<file path="src/posit_pkg.sv">
// ========================================
// operation encoding and width functions
// ========================================
package posit_pkg;

    typedef enum logic [1:0] {
        ADD = 2'd0,
        SUB = 2'd1,
        MUL = 2'd2,
        DIV = 2'd3
    } op_t;

    // signed total exponent, room for the doubled range of mul/div
    function automatic int te_size(int n, int es);
        return $clog2(n << es) + 3;
    endfunction

    // hidden bit plus the widest fraction field
    function automatic int mant_size(int n, int es);
        return n - es - 2;
    endfunction

    function automatic int frac_full_size(int n, int es);
        return 2 * mant_size(n, es) + 2;
    endfunction

    // carry bit on top of a mantissa extended by its own width
    function automatic int mant_add_result_size(int n, int es);
        return 2 * mant_size(n, es) + 1;
    endfunction

    // two integer bits, fraction, guard and one spare bit
    function automatic int mant_mul_result_size(int n, int es);
        return mant_size(n, es) + 3;
    endfunction

    function automatic int mant_div_result_size(int n, int es);
        return frac_full_size(n, es);
    endfunction

endpackage

</file>
<file path="src/posit_decode.sv">
// ========================================
// posit field decoder
// ========================================
module posit_decode #(
    parameter int N  = 16,
    parameter int ES = 1
) (
    input  logic [N-1:0]                                posit,
    output logic                                        sign,
    output logic signed [posit_pkg::te_size(N, ES)-1:0] te,
    output logic [posit_pkg::mant_size(N, ES)-1:0]      mant,
    output logic                                        is_zero,
    output logic                                        is_nar
);

    localparam int TE_W = posit_pkg::te_size(N, ES);
    localparam int M    = posit_pkg::mant_size(N, ES);
    localparam int RW   = $clog2(N) + 1;

    logic [N-1:0]           abs_p;
    logic [N-2:0]           body;
    logic [N-2:0]           rest;
    logic [N-2:0]           rest_frac;
    logic                   r0;
    logic                   done;
    logic [RW-1:0]          run;
    logic signed [TE_W-1:0] k;
    logic [TE_W-1:0]        exp_bits;

    assign sign    = posit[N-1];
    assign is_zero = posit == '0;
    assign is_nar  = posit == {1'b1, {(N-1){1'b0}}};

    always_comb begin
        abs_p = sign ? -posit : posit;
        body  = abs_p[N-2:0];
        r0    = body[N-2];

        // length of the regime run, first differing bit ends it
        run  = RW'(1);
        done = 1'b0;
        for (int i = N - 3; i >= 0; i--) begin
            if (done || body[i] != r0) begin
                done = 1'b1;
            end else begin
                run = run + 1'b1;
            end
        end

        k = r0 ? TE_W'(run) - 1 : -TE_W'(run);

        // skip regime and its terminating bit
        rest      = body << (run + 1);
        exp_bits  = TE_W'(rest >> (N - 1 - ES));
        rest_frac = rest << ES;

        te   = (k <<< ES) + exp_bits;
        mant = {1'b1, rest_frac[N-2 -: M-1]};
    end

endmodule

</file>
<file path="src/core_add_sub.sv">
// ========================================
// mantissa alignment and add/subtract
// ========================================
module core_add_sub #(
    parameter int N  = 16,
    parameter int ES = 1
) (
    input  logic signed [posit_pkg::te_size(N, ES)-1:0]         te1_in,
    input  logic signed [posit_pkg::te_size(N, ES)-1:0]         te2_in,
    input  logic [posit_pkg::mant_size(N, ES)-1:0]              mant1_in,
    input  logic [posit_pkg::mant_size(N, ES)-1:0]              mant2_in,
    input  logic                                                have_opposite_sign,
    output logic [posit_pkg::mant_add_result_size(N, ES)-1:0]   mant_out,
    output logic signed [posit_pkg::te_size(N, ES)-1:0]         te_out,
    output logic                                                frac_lsb_cut_off
);

    localparam int TE_W = posit_pkg::te_size(N, ES);
    localparam int M    = posit_pkg::mant_size(N, ES);

    logic                   swap;
    logic signed [TE_W-1:0] te_small;
    logic [M-1:0]           mant_big;
    logic [M-1:0]           mant_small;
    logic [TE_W-1:0]        diff;
    logic [TE_W-1:0]        shamt;
    logic [4*M-1:0]         ext;
    logic [2*M-1:0]         big_al;
    logic [2*M-1:0]         small_al;

    always_comb begin
        // larger magnitude goes first
        swap = (te2_in > te1_in) || (te2_in == te1_in && mant2_in > mant1_in);

        te_out     = swap ? te2_in : te1_in;
        te_small   = swap ? te1_in : te2_in;
        mant_big   = swap ? mant2_in : mant1_in;
        mant_small = swap ? mant1_in : mant2_in;

        diff  = te_out - te_small;
        shamt = (diff > TE_W'(2 * M)) ? TE_W'(2 * M) : diff;

        // lower half of ext collects what falls off the aligned operand
        ext              = {mant_small, {(3*M){1'b0}}} >> shamt;
        small_al         = ext[4*M-1:2*M];
        frac_lsb_cut_off = |ext[2*M-1:0];
        big_al           = {mant_big, {M{1'b0}}};

        // lost bits make the true difference slightly smaller
        if (have_opposite_sign) begin
            mant_out = {1'b0, big_al} - {1'b0, small_al} - frac_lsb_cut_off;
        end else begin
            mant_out = {1'b0, big_al} + {1'b0, small_al};
        end
    end

endmodule

</file>
<file path="src/core_mul.sv">
// ========================================
// mantissa multiplier
// ========================================
module core_mul #(
    parameter int N  = 16,
    parameter int ES = 1
) (
    input  logic signed [posit_pkg::te_size(N, ES)-1:0]        te1,
    input  logic signed [posit_pkg::te_size(N, ES)-1:0]        te2,
    input  logic [posit_pkg::mant_size(N, ES)-1:0]             mant1,
    input  logic [posit_pkg::mant_size(N, ES)-1:0]             mant2,
    output logic [posit_pkg::mant_mul_result_size(N, ES)-1:0]  mant_out,
    output logic signed [posit_pkg::te_size(N, ES)-1:0]        te_out,
    output logic                                               frac_lsb_cut_off
);

    localparam int M     = posit_pkg::mant_size(N, ES);
    localparam int MUL_W = posit_pkg::mant_mul_result_size(N, ES);

    logic [2*M-1:0] prod;

    // product lies in [1, 4), two integer bits on top
    assign prod = mant1 * mant2;

    assign mant_out         = prod[2*M-1 -: MUL_W];
    assign frac_lsb_cut_off = |prod[2*M-MUL_W-1:0];
    assign te_out           = te1 + te2;

endmodule

</file>
<file path="src/core_div.sv">
// ========================================
// restoring mantissa divider
// ========================================
module core_div #(
    parameter int N  = 16,
    parameter int ES = 1
) (
    input  logic signed [posit_pkg::te_size(N, ES)-1:0]        te1,
    input  logic signed [posit_pkg::te_size(N, ES)-1:0]        te2,
    input  logic [posit_pkg::mant_size(N, ES)-1:0]             mant1,
    input  logic [posit_pkg::mant_size(N, ES)-1:0]             mant2,
    output logic [posit_pkg::mant_div_result_size(N, ES)-1:0]  mant_out,
    output logic signed [posit_pkg::te_size(N, ES)-1:0]        te_out
);

    localparam int M   = posit_pkg::mant_size(N, ES);
    localparam int F   = posit_pkg::frac_full_size(N, ES);
    localparam int Q_W = F - 2;

    logic [M:0]     rem;
    logic [Q_W-1:0] q;

    // first step yields the ones bit, the rest are fraction bits
    always_comb begin
        rem = {1'b0, mant1};
        q   = '0;
        for (int i = Q_W - 1; i >= 0; i--) begin
            if (rem >= {1'b0, mant2}) begin
                rem  = rem - {1'b0, mant2};
                q[i] = 1'b1;
            end
            rem = rem << 1;
        end
    end

    // ones bit lands at F-2 like the other cores, sticky at the bottom
    assign mant_out = {1'b0, q, |rem};
    assign te_out   = te1 - te2;

endmodule

</file>
<file path="src/core_op.sv">
// ========================================
// arithmetic core select
// ========================================
module core_op #(
    parameter int N  = 16,
    parameter int ES = 1
) (
    input  posit_pkg::op_t                               op,
    input  logic                                         sign1,
    input  logic                                         sign2,
    input  logic signed [posit_pkg::te_size(N, ES)-1:0]  te1,
    input  logic signed [posit_pkg::te_size(N, ES)-1:0]  te2,
    input  logic [posit_pkg::mant_size(N, ES)-1:0]       mant1,
    input  logic [posit_pkg::mant_size(N, ES)-1:0]       mant2,
    output logic signed [posit_pkg::te_size(N, ES)-1:0]  te_out_core_op,
    output logic [posit_pkg::frac_full_size(N, ES)-1:0]  frac_out_core_op,
    output logic                                         frac_lsb_cut_off
);

    localparam int TE_W  = posit_pkg::te_size(N, ES);
    localparam int F     = posit_pkg::frac_full_size(N, ES);
    localparam int ADD_W = posit_pkg::mant_add_result_size(N, ES);
    localparam int MUL_W = posit_pkg::mant_mul_result_size(N, ES);
    localparam int DIV_W = posit_pkg::mant_div_result_size(N, ES);

    logic [ADD_W-1:0]       mant_add;
    logic [MUL_W-1:0]       mant_mul;
    logic [DIV_W-1:0]       mant_div;
    logic signed [TE_W-1:0] te_add;
    logic signed [TE_W-1:0] te_mul;
    logic signed [TE_W-1:0] te_div;
    logic                   cut_add;
    logic                   cut_mul;
    logic                   opposite;

    // subtract flips the sign of the second operand
    assign opposite = sign1 ^ sign2 ^ (op == posit_pkg::SUB);

    core_add_sub #(.N(N), .ES(ES)) i_add_sub (
        .te1_in             (te1),
        .te2_in             (te2),
        .mant1_in           (mant1),
        .mant2_in           (mant2),
        .have_opposite_sign (opposite),
        .mant_out           (mant_add),
        .te_out             (te_add),
        .frac_lsb_cut_off   (cut_add)
    );

    core_mul #(.N(N), .ES(ES)) i_mul (
        .te1              (te1),
        .te2              (te2),
        .mant1            (mant1),
        .mant2            (mant2),
        .mant_out         (mant_mul),
        .te_out           (te_mul),
        .frac_lsb_cut_off (cut_mul)
    );

    core_div #(.N(N), .ES(ES)) i_div (
        .te1      (te1),
        .te2      (te2),
        .mant1    (mant1),
        .mant2    (mant2),
        .mant_out (mant_div),
        .te_out   (te_div)
    );

    // left-align so bits F-1 and F-2 hold the integer part for every op
    always_comb begin
        case (op)
            posit_pkg::MUL: begin
                frac_out_core_op = F'(mant_mul) << (F - MUL_W);
                te_out_core_op   = te_mul;
                frac_lsb_cut_off = cut_mul;
            end
            posit_pkg::DIV: begin
                // quotient sticky sits in its own lsb
                frac_out_core_op = mant_div;
                te_out_core_op   = te_div;
                frac_lsb_cut_off = 1'b0;
            end
            default: begin
                frac_out_core_op = F'(mant_add) << (F - ADD_W);
                te_out_core_op   = te_add;
                frac_lsb_cut_off = cut_add;
            end
        endcase
    end

endmodule

</file>
<file path="src/posit_round_encode.sv">
// ========================================
// normalize, round to nearest even, pack
// ========================================
module posit_round_encode #(
    parameter int N  = 16,
    parameter int ES = 1
) (
    input  logic                                         sign,
    input  logic signed [posit_pkg::te_size(N, ES)-1:0]  te,
    input  logic [posit_pkg::frac_full_size(N, ES)-1:0]  frac,
    input  logic                                         frac_lsb_cut_off,
    output logic [N-1:0]                                 posit
);

    localparam int TE_W = posit_pkg::te_size(N, ES);
    localparam int F    = posit_pkg::frac_full_size(N, ES);
    localparam int T    = ES + F - 1;
    localparam int W    = T + N + 2;
    localparam logic signed [TE_W-1:0] TE_MAX = TE_W'((N - 2) << ES);
    localparam logic signed [TE_W-1:0] TE_MIN = -TE_MAX;

    int                     lead;
    logic signed [TE_W-1:0] te_n;
    logic signed [TE_W-1:0] te_c;
    logic signed [TE_W-1:0] k;
    logic [TE_W-1:0]        e;
    logic [F-1:0]           norm;
    logic [F-2:0]           frac_bits;
    logic [T-1:0]           tail;
    logic [W-1:0]           v;
    logic [W-1:0]           x;
    logic [N-2:0]           body;
    logic [N-2:0]           body_r;
    logic                   guard;
    logic                   sticky;

    always_comb begin
        // leading one, ones place of frac is bit F-2
        lead = 0;
        for (int i = 0; i < F; i++) begin
            if (frac[i]) begin
                lead = i;
            end
        end
        te_n      = te + TE_W'(lead) - TE_W'(F - 2);
        norm      = frac << (F - 1 - lead);
        frac_bits = norm[F-2:0];

        // saturate to maxpos / minpos
        te_c = te_n;
        if (te_n > TE_MAX) begin
            te_c      = TE_MAX;
            frac_bits = '0;
        end else if (te_n < TE_MIN) begin
            te_c      = TE_MIN;
            frac_bits = '0;
        end

        k    = te_c >>> ES;
        e    = te_c - (k <<< ES);
        tail = (T'(e) << (F - 1)) | T'(frac_bits);

        // regime by shifting: ones fill for k >= 0, zeros for k < 0
        if (k >= 0) begin
            v = {2'b10, tail, {N{1'b0}}};
            x = $signed(v) >>> k;
        end else begin
            v = {2'b01, tail, {N{1'b0}}};
            x = v >> (-k - 1);
        end

        body   = x[W-1 -: N-1];
        guard  = x[W-N];
        sticky = (|x[W-N-1:0]) | frac_lsb_cut_off;

        // all ones only at maxpos, where the guard is the regime stop bit
        body_r = body + (guard & (body[0] | sticky));

        if (frac == '0) begin
            posit = '0;
        end else if (sign) begin
            posit = -{1'b0, body_r};
        end else begin
            posit = {1'b0, body_r};
        end
    end

endmodule

</file>
<file path="src/posit_alu.sv">
// ========================================
// two-stage posit arithmetic unit
// ========================================
module posit_alu #(
    parameter int N  = 16,
    parameter int ES = 1
) (
    input  logic           clk,
    input  logic           arst_n,
    input  logic           in_valid,
    output logic           in_ready,
    input  posit_pkg::op_t in_op,
    input  logic [N-1:0]   in_a,
    input  logic [N-1:0]   in_b,
    output logic           out_valid,
    input  logic           out_ready,
    output logic [N-1:0]   out_result
);

    localparam int TE_W = posit_pkg::te_size(N, ES);
    localparam int M    = posit_pkg::mant_size(N, ES);
    localparam int F    = posit_pkg::frac_full_size(N, ES);
    localparam logic [N-1:0] NAR = {1'b1, {(N-1){1'b0}}};

    logic                   sign_a;
    logic                   sign_b;
    logic signed [TE_W-1:0] te_a;
    logic signed [TE_W-1:0] te_b;
    logic [M-1:0]           mant_a;
    logic [M-1:0]           mant_b;
    logic                   zero_a;
    logic                   zero_b;
    logic                   nar_a;
    logic                   nar_b;
    logic                   special;
    logic [N-1:0]           special_res;
    logic                   res_sign;

    // stage 1 registers
    logic                   s1_valid;
    posit_pkg::op_t         s1_op;
    logic                   s1_sign_a;
    logic                   s1_sign_b;
    logic signed [TE_W-1:0] s1_te_a;
    logic signed [TE_W-1:0] s1_te_b;
    logic [M-1:0]           s1_mant_a;
    logic [M-1:0]           s1_mant_b;
    logic                   s1_res_sign;
    logic                   s1_special;
    logic [N-1:0]           s1_special_res;

    logic signed [TE_W-1:0] core_te;
    logic [F-1:0]           core_frac;
    logic                   core_cut;
    logic [N-1:0]           rounded;
    logic [N-1:0]           s2_result;
    logic                   s2_ready;
    logic                   s1_adv;

    posit_decode #(.N(N), .ES(ES)) i_dec_a (
        .posit (in_a),
        .sign  (sign_a),
        .te    (te_a),
        .mant  (mant_a),
        .is_zero (zero_a),
        .is_nar  (nar_a)
    );

    posit_decode #(.N(N), .ES(ES)) i_dec_b (
        .posit (in_b),
        .sign  (sign_b),
        .te    (te_b),
        .mant  (mant_b),
        .is_zero (zero_b),
        .is_nar  (nar_b)
    );

    // zero and NaR bypass the arithmetic path
    always_comb begin
        special     = zero_a || zero_b;
        special_res = '0;
        if (nar_a || nar_b) begin
            special     = 1'b1;
            special_res = NAR;
        end else if (in_op == posit_pkg::DIV) begin
            special_res = zero_b ? NAR : '0;
        end else if (in_op == posit_pkg::ADD || in_op == posit_pkg::SUB) begin
            if (zero_b) begin
                special_res = in_a;
            end else begin
                special_res = (in_op == posit_pkg::SUB) ? -in_b : in_b;
            end
        end
    end

    // add/sub sign follows the larger magnitude, same tie rule as the core
    always_comb begin
        if (in_op == posit_pkg::MUL || in_op == posit_pkg::DIV) begin
            res_sign = sign_a ^ sign_b;
        end else if ((te_a > te_b) || (te_a == te_b && mant_a >= mant_b)) begin
            res_sign = sign_a;
        end else begin
            res_sign = sign_b ^ (in_op == posit_pkg::SUB);
        end
    end

    // pipeline handshake
    assign s2_ready  = !out_valid || out_ready;
    assign s1_adv    = s1_valid && s2_ready;
    assign in_ready  = !s1_valid || s2_ready;

    always_ff @(posedge clk or negedge arst_n) begin
        if (!arst_n) begin
            s1_valid  <= 1'b0;
            out_valid <= 1'b0;
        end else begin
            if (in_ready) begin
                s1_valid <= in_valid;
            end
            if (s2_ready) begin
                out_valid <= s1_valid;
            end
        end
    end

    always_ff @(posedge clk) begin
        if (in_valid && in_ready) begin
            s1_op          <= in_op;
            s1_sign_a      <= sign_a;
            s1_sign_b      <= sign_b;
            s1_te_a        <= te_a;
            s1_te_b        <= te_b;
            s1_mant_a      <= mant_a;
            s1_mant_b      <= mant_b;
            s1_res_sign    <= res_sign;
            s1_special     <= special;
            s1_special_res <= special_res;
        end
        if (s1_adv) begin
            s2_result <= s1_special ? s1_special_res : rounded;
        end
    end

    core_op #(.N(N), .ES(ES)) i_core_op (
        .op               (s1_op),
        .sign1            (s1_sign_a),
        .sign2            (s1_sign_b),
        .te1              (s1_te_a),
        .te2              (s1_te_b),
        .mant1            (s1_mant_a),
        .mant2            (s1_mant_b),
        .te_out_core_op   (core_te),
        .frac_out_core_op (core_frac),
        .frac_lsb_cut_off (core_cut)
    );

    posit_round_encode #(.N(N), .ES(ES)) i_round (
        .sign             (s1_res_sign),
        .te               (core_te),
        .frac             (core_frac),
        .frac_lsb_cut_off (core_cut),
        .posit            (rounded)
    );

    assign out_result = s2_result;

endmodule

</file>
<file path="config.mk">
export PLATFORM = sky130hd
export DESIGN_NAME = posit_alu
export DESIGN_NICKNAME = d
export VERILOG_FILES = /design/src/posit_pkg.sv /design/src/posit_decode.sv /design/src/core_add_sub.sv /design/src/core_mul.sv /design/src/core_div.sv /design/src/core_op.sv /design/src/posit_round_encode.sv /design/src/posit_alu.sv
export SDC_FILE = /design/constraint.sdc
export NUM_CORES = 2
export LEC_CHECK = 0
export BUFFER_PORTS_ARGS = -buffer_cell sky130_fd_sc_hd__buf_2
export CAP_MARGIN = 20
export CORE_MARGIN = 8
export CORE_UTILIZATION = 48
export CTS_BUF_LIST = sky130_fd_sc_hd__clkbuf_16
export DETAILED_ROUTE_END_ITERATION = 8
export GPL_TIMING_DRIVEN = 1
export HOLD_SLACK_MARGIN = 0.08
export MAX_ROUTING_LAYER = met4
export PLACE_DENSITY = 0.74
export RECOVER_POWER = 100
export SKIP_LAST_GASP = 1
export SYNTH_ARGS = -nofsm -noshare
export SYNTH_HDL_FRONTEND = slang
export SYNTH_SLANG_ARGS = --single-unit
</file>
<file path="constraint.sdc">
create_clock -name clk -period 91.9 [get_ports clk]
set_input_delay 18.38 -clock clk [delete_from_list [all_inputs] [get_ports clk]]
set_output_delay 18.38 -clock clk [all_outputs]
set_load 0.01 [all_outputs]
</file>
==> run summary <==
Grt met3 use: 3.40%
Vias per inst: 6.41
Avg WL per Cell: 20.1 microns
Multi-input gate area: 37500 sq um
Cells after synthesis: 5774
Number of antenna violations at the first check in global routing: 1
Crit path DAT: 87.07 ns
CTS H-tree depth: 3
Failing checks: max-capacitance violations, max-slew violations
Worst-margin pin slew: 3.25 ns
Placed insts: 6836
Met2 Use GR: 44.1%
# clock sinks: 80
GP Congestion: 1.03
Tmin final: 86.85 ns
FF-to-FF setup slack: 5.05 ns
Rows: 108
Post-route insts no fill: 6919
Slowest CP cell: o21ai_0
IO Pins: 56
Slew Limit Fails: 106
#FFs+latches synth: 80
Syn nets: 6436
Fin. Hold Viols: 0
Critical path's largest stage delay: 0.64 ns
Synthesized cell area: 42000 sq um
DRT iter0 DRCs: 4391
Worst slew margin: -117%
Status: finished, violations left
Met1 usage: 34.8%
Vias in the first global route: 41400
Global-route wire length before repair: 218000 microns
Antenna violation net count after detailed routing: 0
Top-area cell type share of the netlist area: 14.8%
Fmax: 11.5 MHz
Top post-synthesis cells by area: ha_1 (15%), fa_1 (6.0%), edfxtp_1 (5.6%), nor2_1 (5.3%), nand2_1 (4.9%)
Global route total overflow: 0
Clock tree buffer depth: 2
Avg Inst Size Synth: 7.28 sq um
CP Launch Type: flip-flop
Critical path buffers and inverters: 19
Sequential share of the synthesized area: 5.69%
Layout cells sized above 1: 9.22%
Dpl hpwl: 106000 microns
Core Footprint: 86800 sq um
Final Setup Violations: 0
FFs w/ async S/R, synth: 2.50%
Yosys warns: 0
Clock skew: 0.0129 ns
Total track usage: 27.2%
Dominant synthesized flop cell: edfxtp_1
Syn-to-layout area delta: 5.66%
Maxcap violations: 3
Clk Latency, worst-skew pair: 0.35 ns
Starting density of the core: 48.4%
TritonCTS clock tree: yes
DIE AREA: 97300 sq um
Die X-Extent: 312 microns
Routed WL: 139000 microns
Post-synth EDFFs: 78
IO buf count: 55
Hold_buf cts: 0
Worst path top cell family by delay: compound AO/OA/AOI/OAI gates
CP Max Fanout: 33
Critical path endpoint category: flip-flop
Grt peak-use layer: met2
Fill cell count: 8473
Drt drc: 0
HP Class: flip-flop to flip-flop
Clk pin slew, worst setup/hold paths: 0.07 ns
Die H: 312 microns
DR vias: 44400
CP Class: flip-flop to flip-flop
Synth cell types: 152
Crit share post-route: 94.5%
Req. time, crit path: 92.12 ns
Clk root buf: clkbuf_16
Most area-hungry cell type in the Yosys netlist: ha_1
Largest net degree at the start of global routing: 63
Total CTS buffers: 9
Reg area: 2390 sq um
Final nets: 6420
Pre-antenna DRT Iters: 8
Worst path most repeated cell: a21o_1
-- cell usage after synthesis, types with 17 or more instances --
master and number:
nand2_1 552, a21o_1 257, fa_1 127, a31oi_1 65, nand2b_1 93, o31ai_1 59
nor2_1 589, nand4_1 32, nor2b_1 49, buf_6 24, and3_1 33, o21bai_1 49
and2_1 109, edfxtp_1 78, or2_2 27, nor3_1 182, o211ai_1 66, nor4_1 33
nand3_1 113, o21ai_0 324, a211o_1 21, a211oi_1 68, a21boi_0 18, ha_1 497
xnor2_1 227, buf_2 19, o21a_1 114, or3_1 60, o31a_1 18, clkbuf_1 142
a22oi_1 25, a221o_1 17, o21ai_1 29, xor2_1 165, mux2_2 113, mux2i_1 116
inv_1 393, o22ai_1 36, a21oi_1 376
-- path summary, 6_finish.rpt --
path                                         from                  endpoint  cells past startpoint
min in group asynchronous                  arst_n      s1_valid$_DFFE_PN0N_                      1
min                          s1_valid$_DFFE_PN0N_     out_valid$_DFFE_PN0P_                      1
max in group asynchronous                  arst_n     out_valid$_DFFE_PN0P_                      1
max reg2reg                s1_mant_b[1]$_DFFE_PP_  out_result[14]$_DFFE_PP_                    442
min reg2reg                  s1_valid$_DFFE_PN0N_     out_valid$_DFFE_PN0P_                      1
max                        s1_mant_b[1]$_DFFE_PP_  out_result[14]$_DFFE_PP_                    442
-- routing by layer --
layer,wire length [microns],vias to the layer above
met5,0,-
met4,5120,0
met2,63800,1998
met3,10700,447
li1,-,21000
met1,59200,20900
-- metrics by stage --
stage | hold slack, ns | area [sq um] | setup TNS (ns) | utilization [%] | setup slack [ns]
2_1_floorplan | 0.449 | 42000 | 0 | - | 7.08
5_1_grt | 0.530 | 44400 | -2.21 | 51.2 | -0.336
4_1_cts | 0.495 | 43500 | 0 | 50.2 | 0.121
6_report | 0.493 | 44400 | 0 | 51.2 | 5.05
3_5_place_dp | 0.480 | 43200 | -6.54 | 49.8 | -0.798
3_3_place_gp | 0.473 | 43200 | 0 | 49.8 | 1.43
-- flip-flops by register name, indices dropped and copies added, names as in the netlist --
| signal | cells |
|---|---|
| out_result | 16 |
| out_valid | 1 |
| s1_mant_a | 12 |
| s1_mant_b | 12 |
| s1_op | 2 |
| s1_res_sign | 1 |
| s1_sign_a | 1 |
| s1_sign_b | 1 |
| s1_special | 1 |
| s1_special_res | 16 |
| s1_te_a | 8 |
| s1_te_b | 8 |
| s1_valid | 1 |
-- layout make-up --
cell class	count	share of cell area, %
Sequential cell	80	5.39
Timing Repair Buffer	197	3.00
Clock buffer	9	0.507
Inverter	403	3.41
Clock inverter	6	0.0986
Tap cell	1155	3.25
Antenna cell	2	0.0113
Multi-Input combinational cell	5067	84.3
-- logic make-up after synthesis --
kind of cell	Yosys count	synth area share [%]
AND/OR/NAND/NOR	1971	22.3
AO/OA/AOI/OAI	1830	30.1
buffers and inverters	629	6.41
adder cells (fa/ha/maj)	628	20.9
XOR/XNOR	392	8.17
multiplexers	244	6.34
flip-flops	80	5.69
-- worst reg2reg max path: cells and delay by family (launching register included) --
kind | cells | cell delay [ns]
fa+ha+maj | 30 | 9.86
mux | 15 | 4.33
compound gates | 279 | 54.06
simple gates | 95 | 14.18
xor+xnor | 4 | 0.79
buf+inv | 19 | 3.10
flops | 1 | 0.37
-- timing repair --
action / 4_1_cts / 5_1_grt
gates resized for setup: 5 / 106
pin swaps: 1 / 20
cloned: 0 / 2
endpoints found under the hold margin: 0 / 0
setup endpoints to repair: 15 / 16
setup buffers: 3 / 59
-- cell usage in the layout (no fill, tap or decap), types with 18 or more instances in the layout --
master	count
nor3_1	180
nand2_1	547
o21ai_0	316
edfxtp_1	78
o211ai_1	66
nor2b_1	47
a21o_1	257
xnor2_1	225
or2_2	27
a211o_1	19
mux2i_1	115
and2_1	104
mux2_2	106
a21oi_1	363
nor2_1	577
o31a_1	18
a22oi_1	25
nand3_1	113
or3_1	58
a211oi_1	64
o31ai_1	56
xor2_1	162
o21bai_1	49
o22ai_1	33
buf_2	30
buf_4	134
a31oi_1	63
nand4_1	32
a21boi_0	18
inv_1	393
and3_1	33
ha_1	497
nand2b_1	91
clkbuf_1	28
nor4_1	30
o21a_1	113
fa_1	127
o21ai_1	34
Power is not shown: default switching activity piles up to over one toggle a cycle in this logic, so the estimate is an artifact.
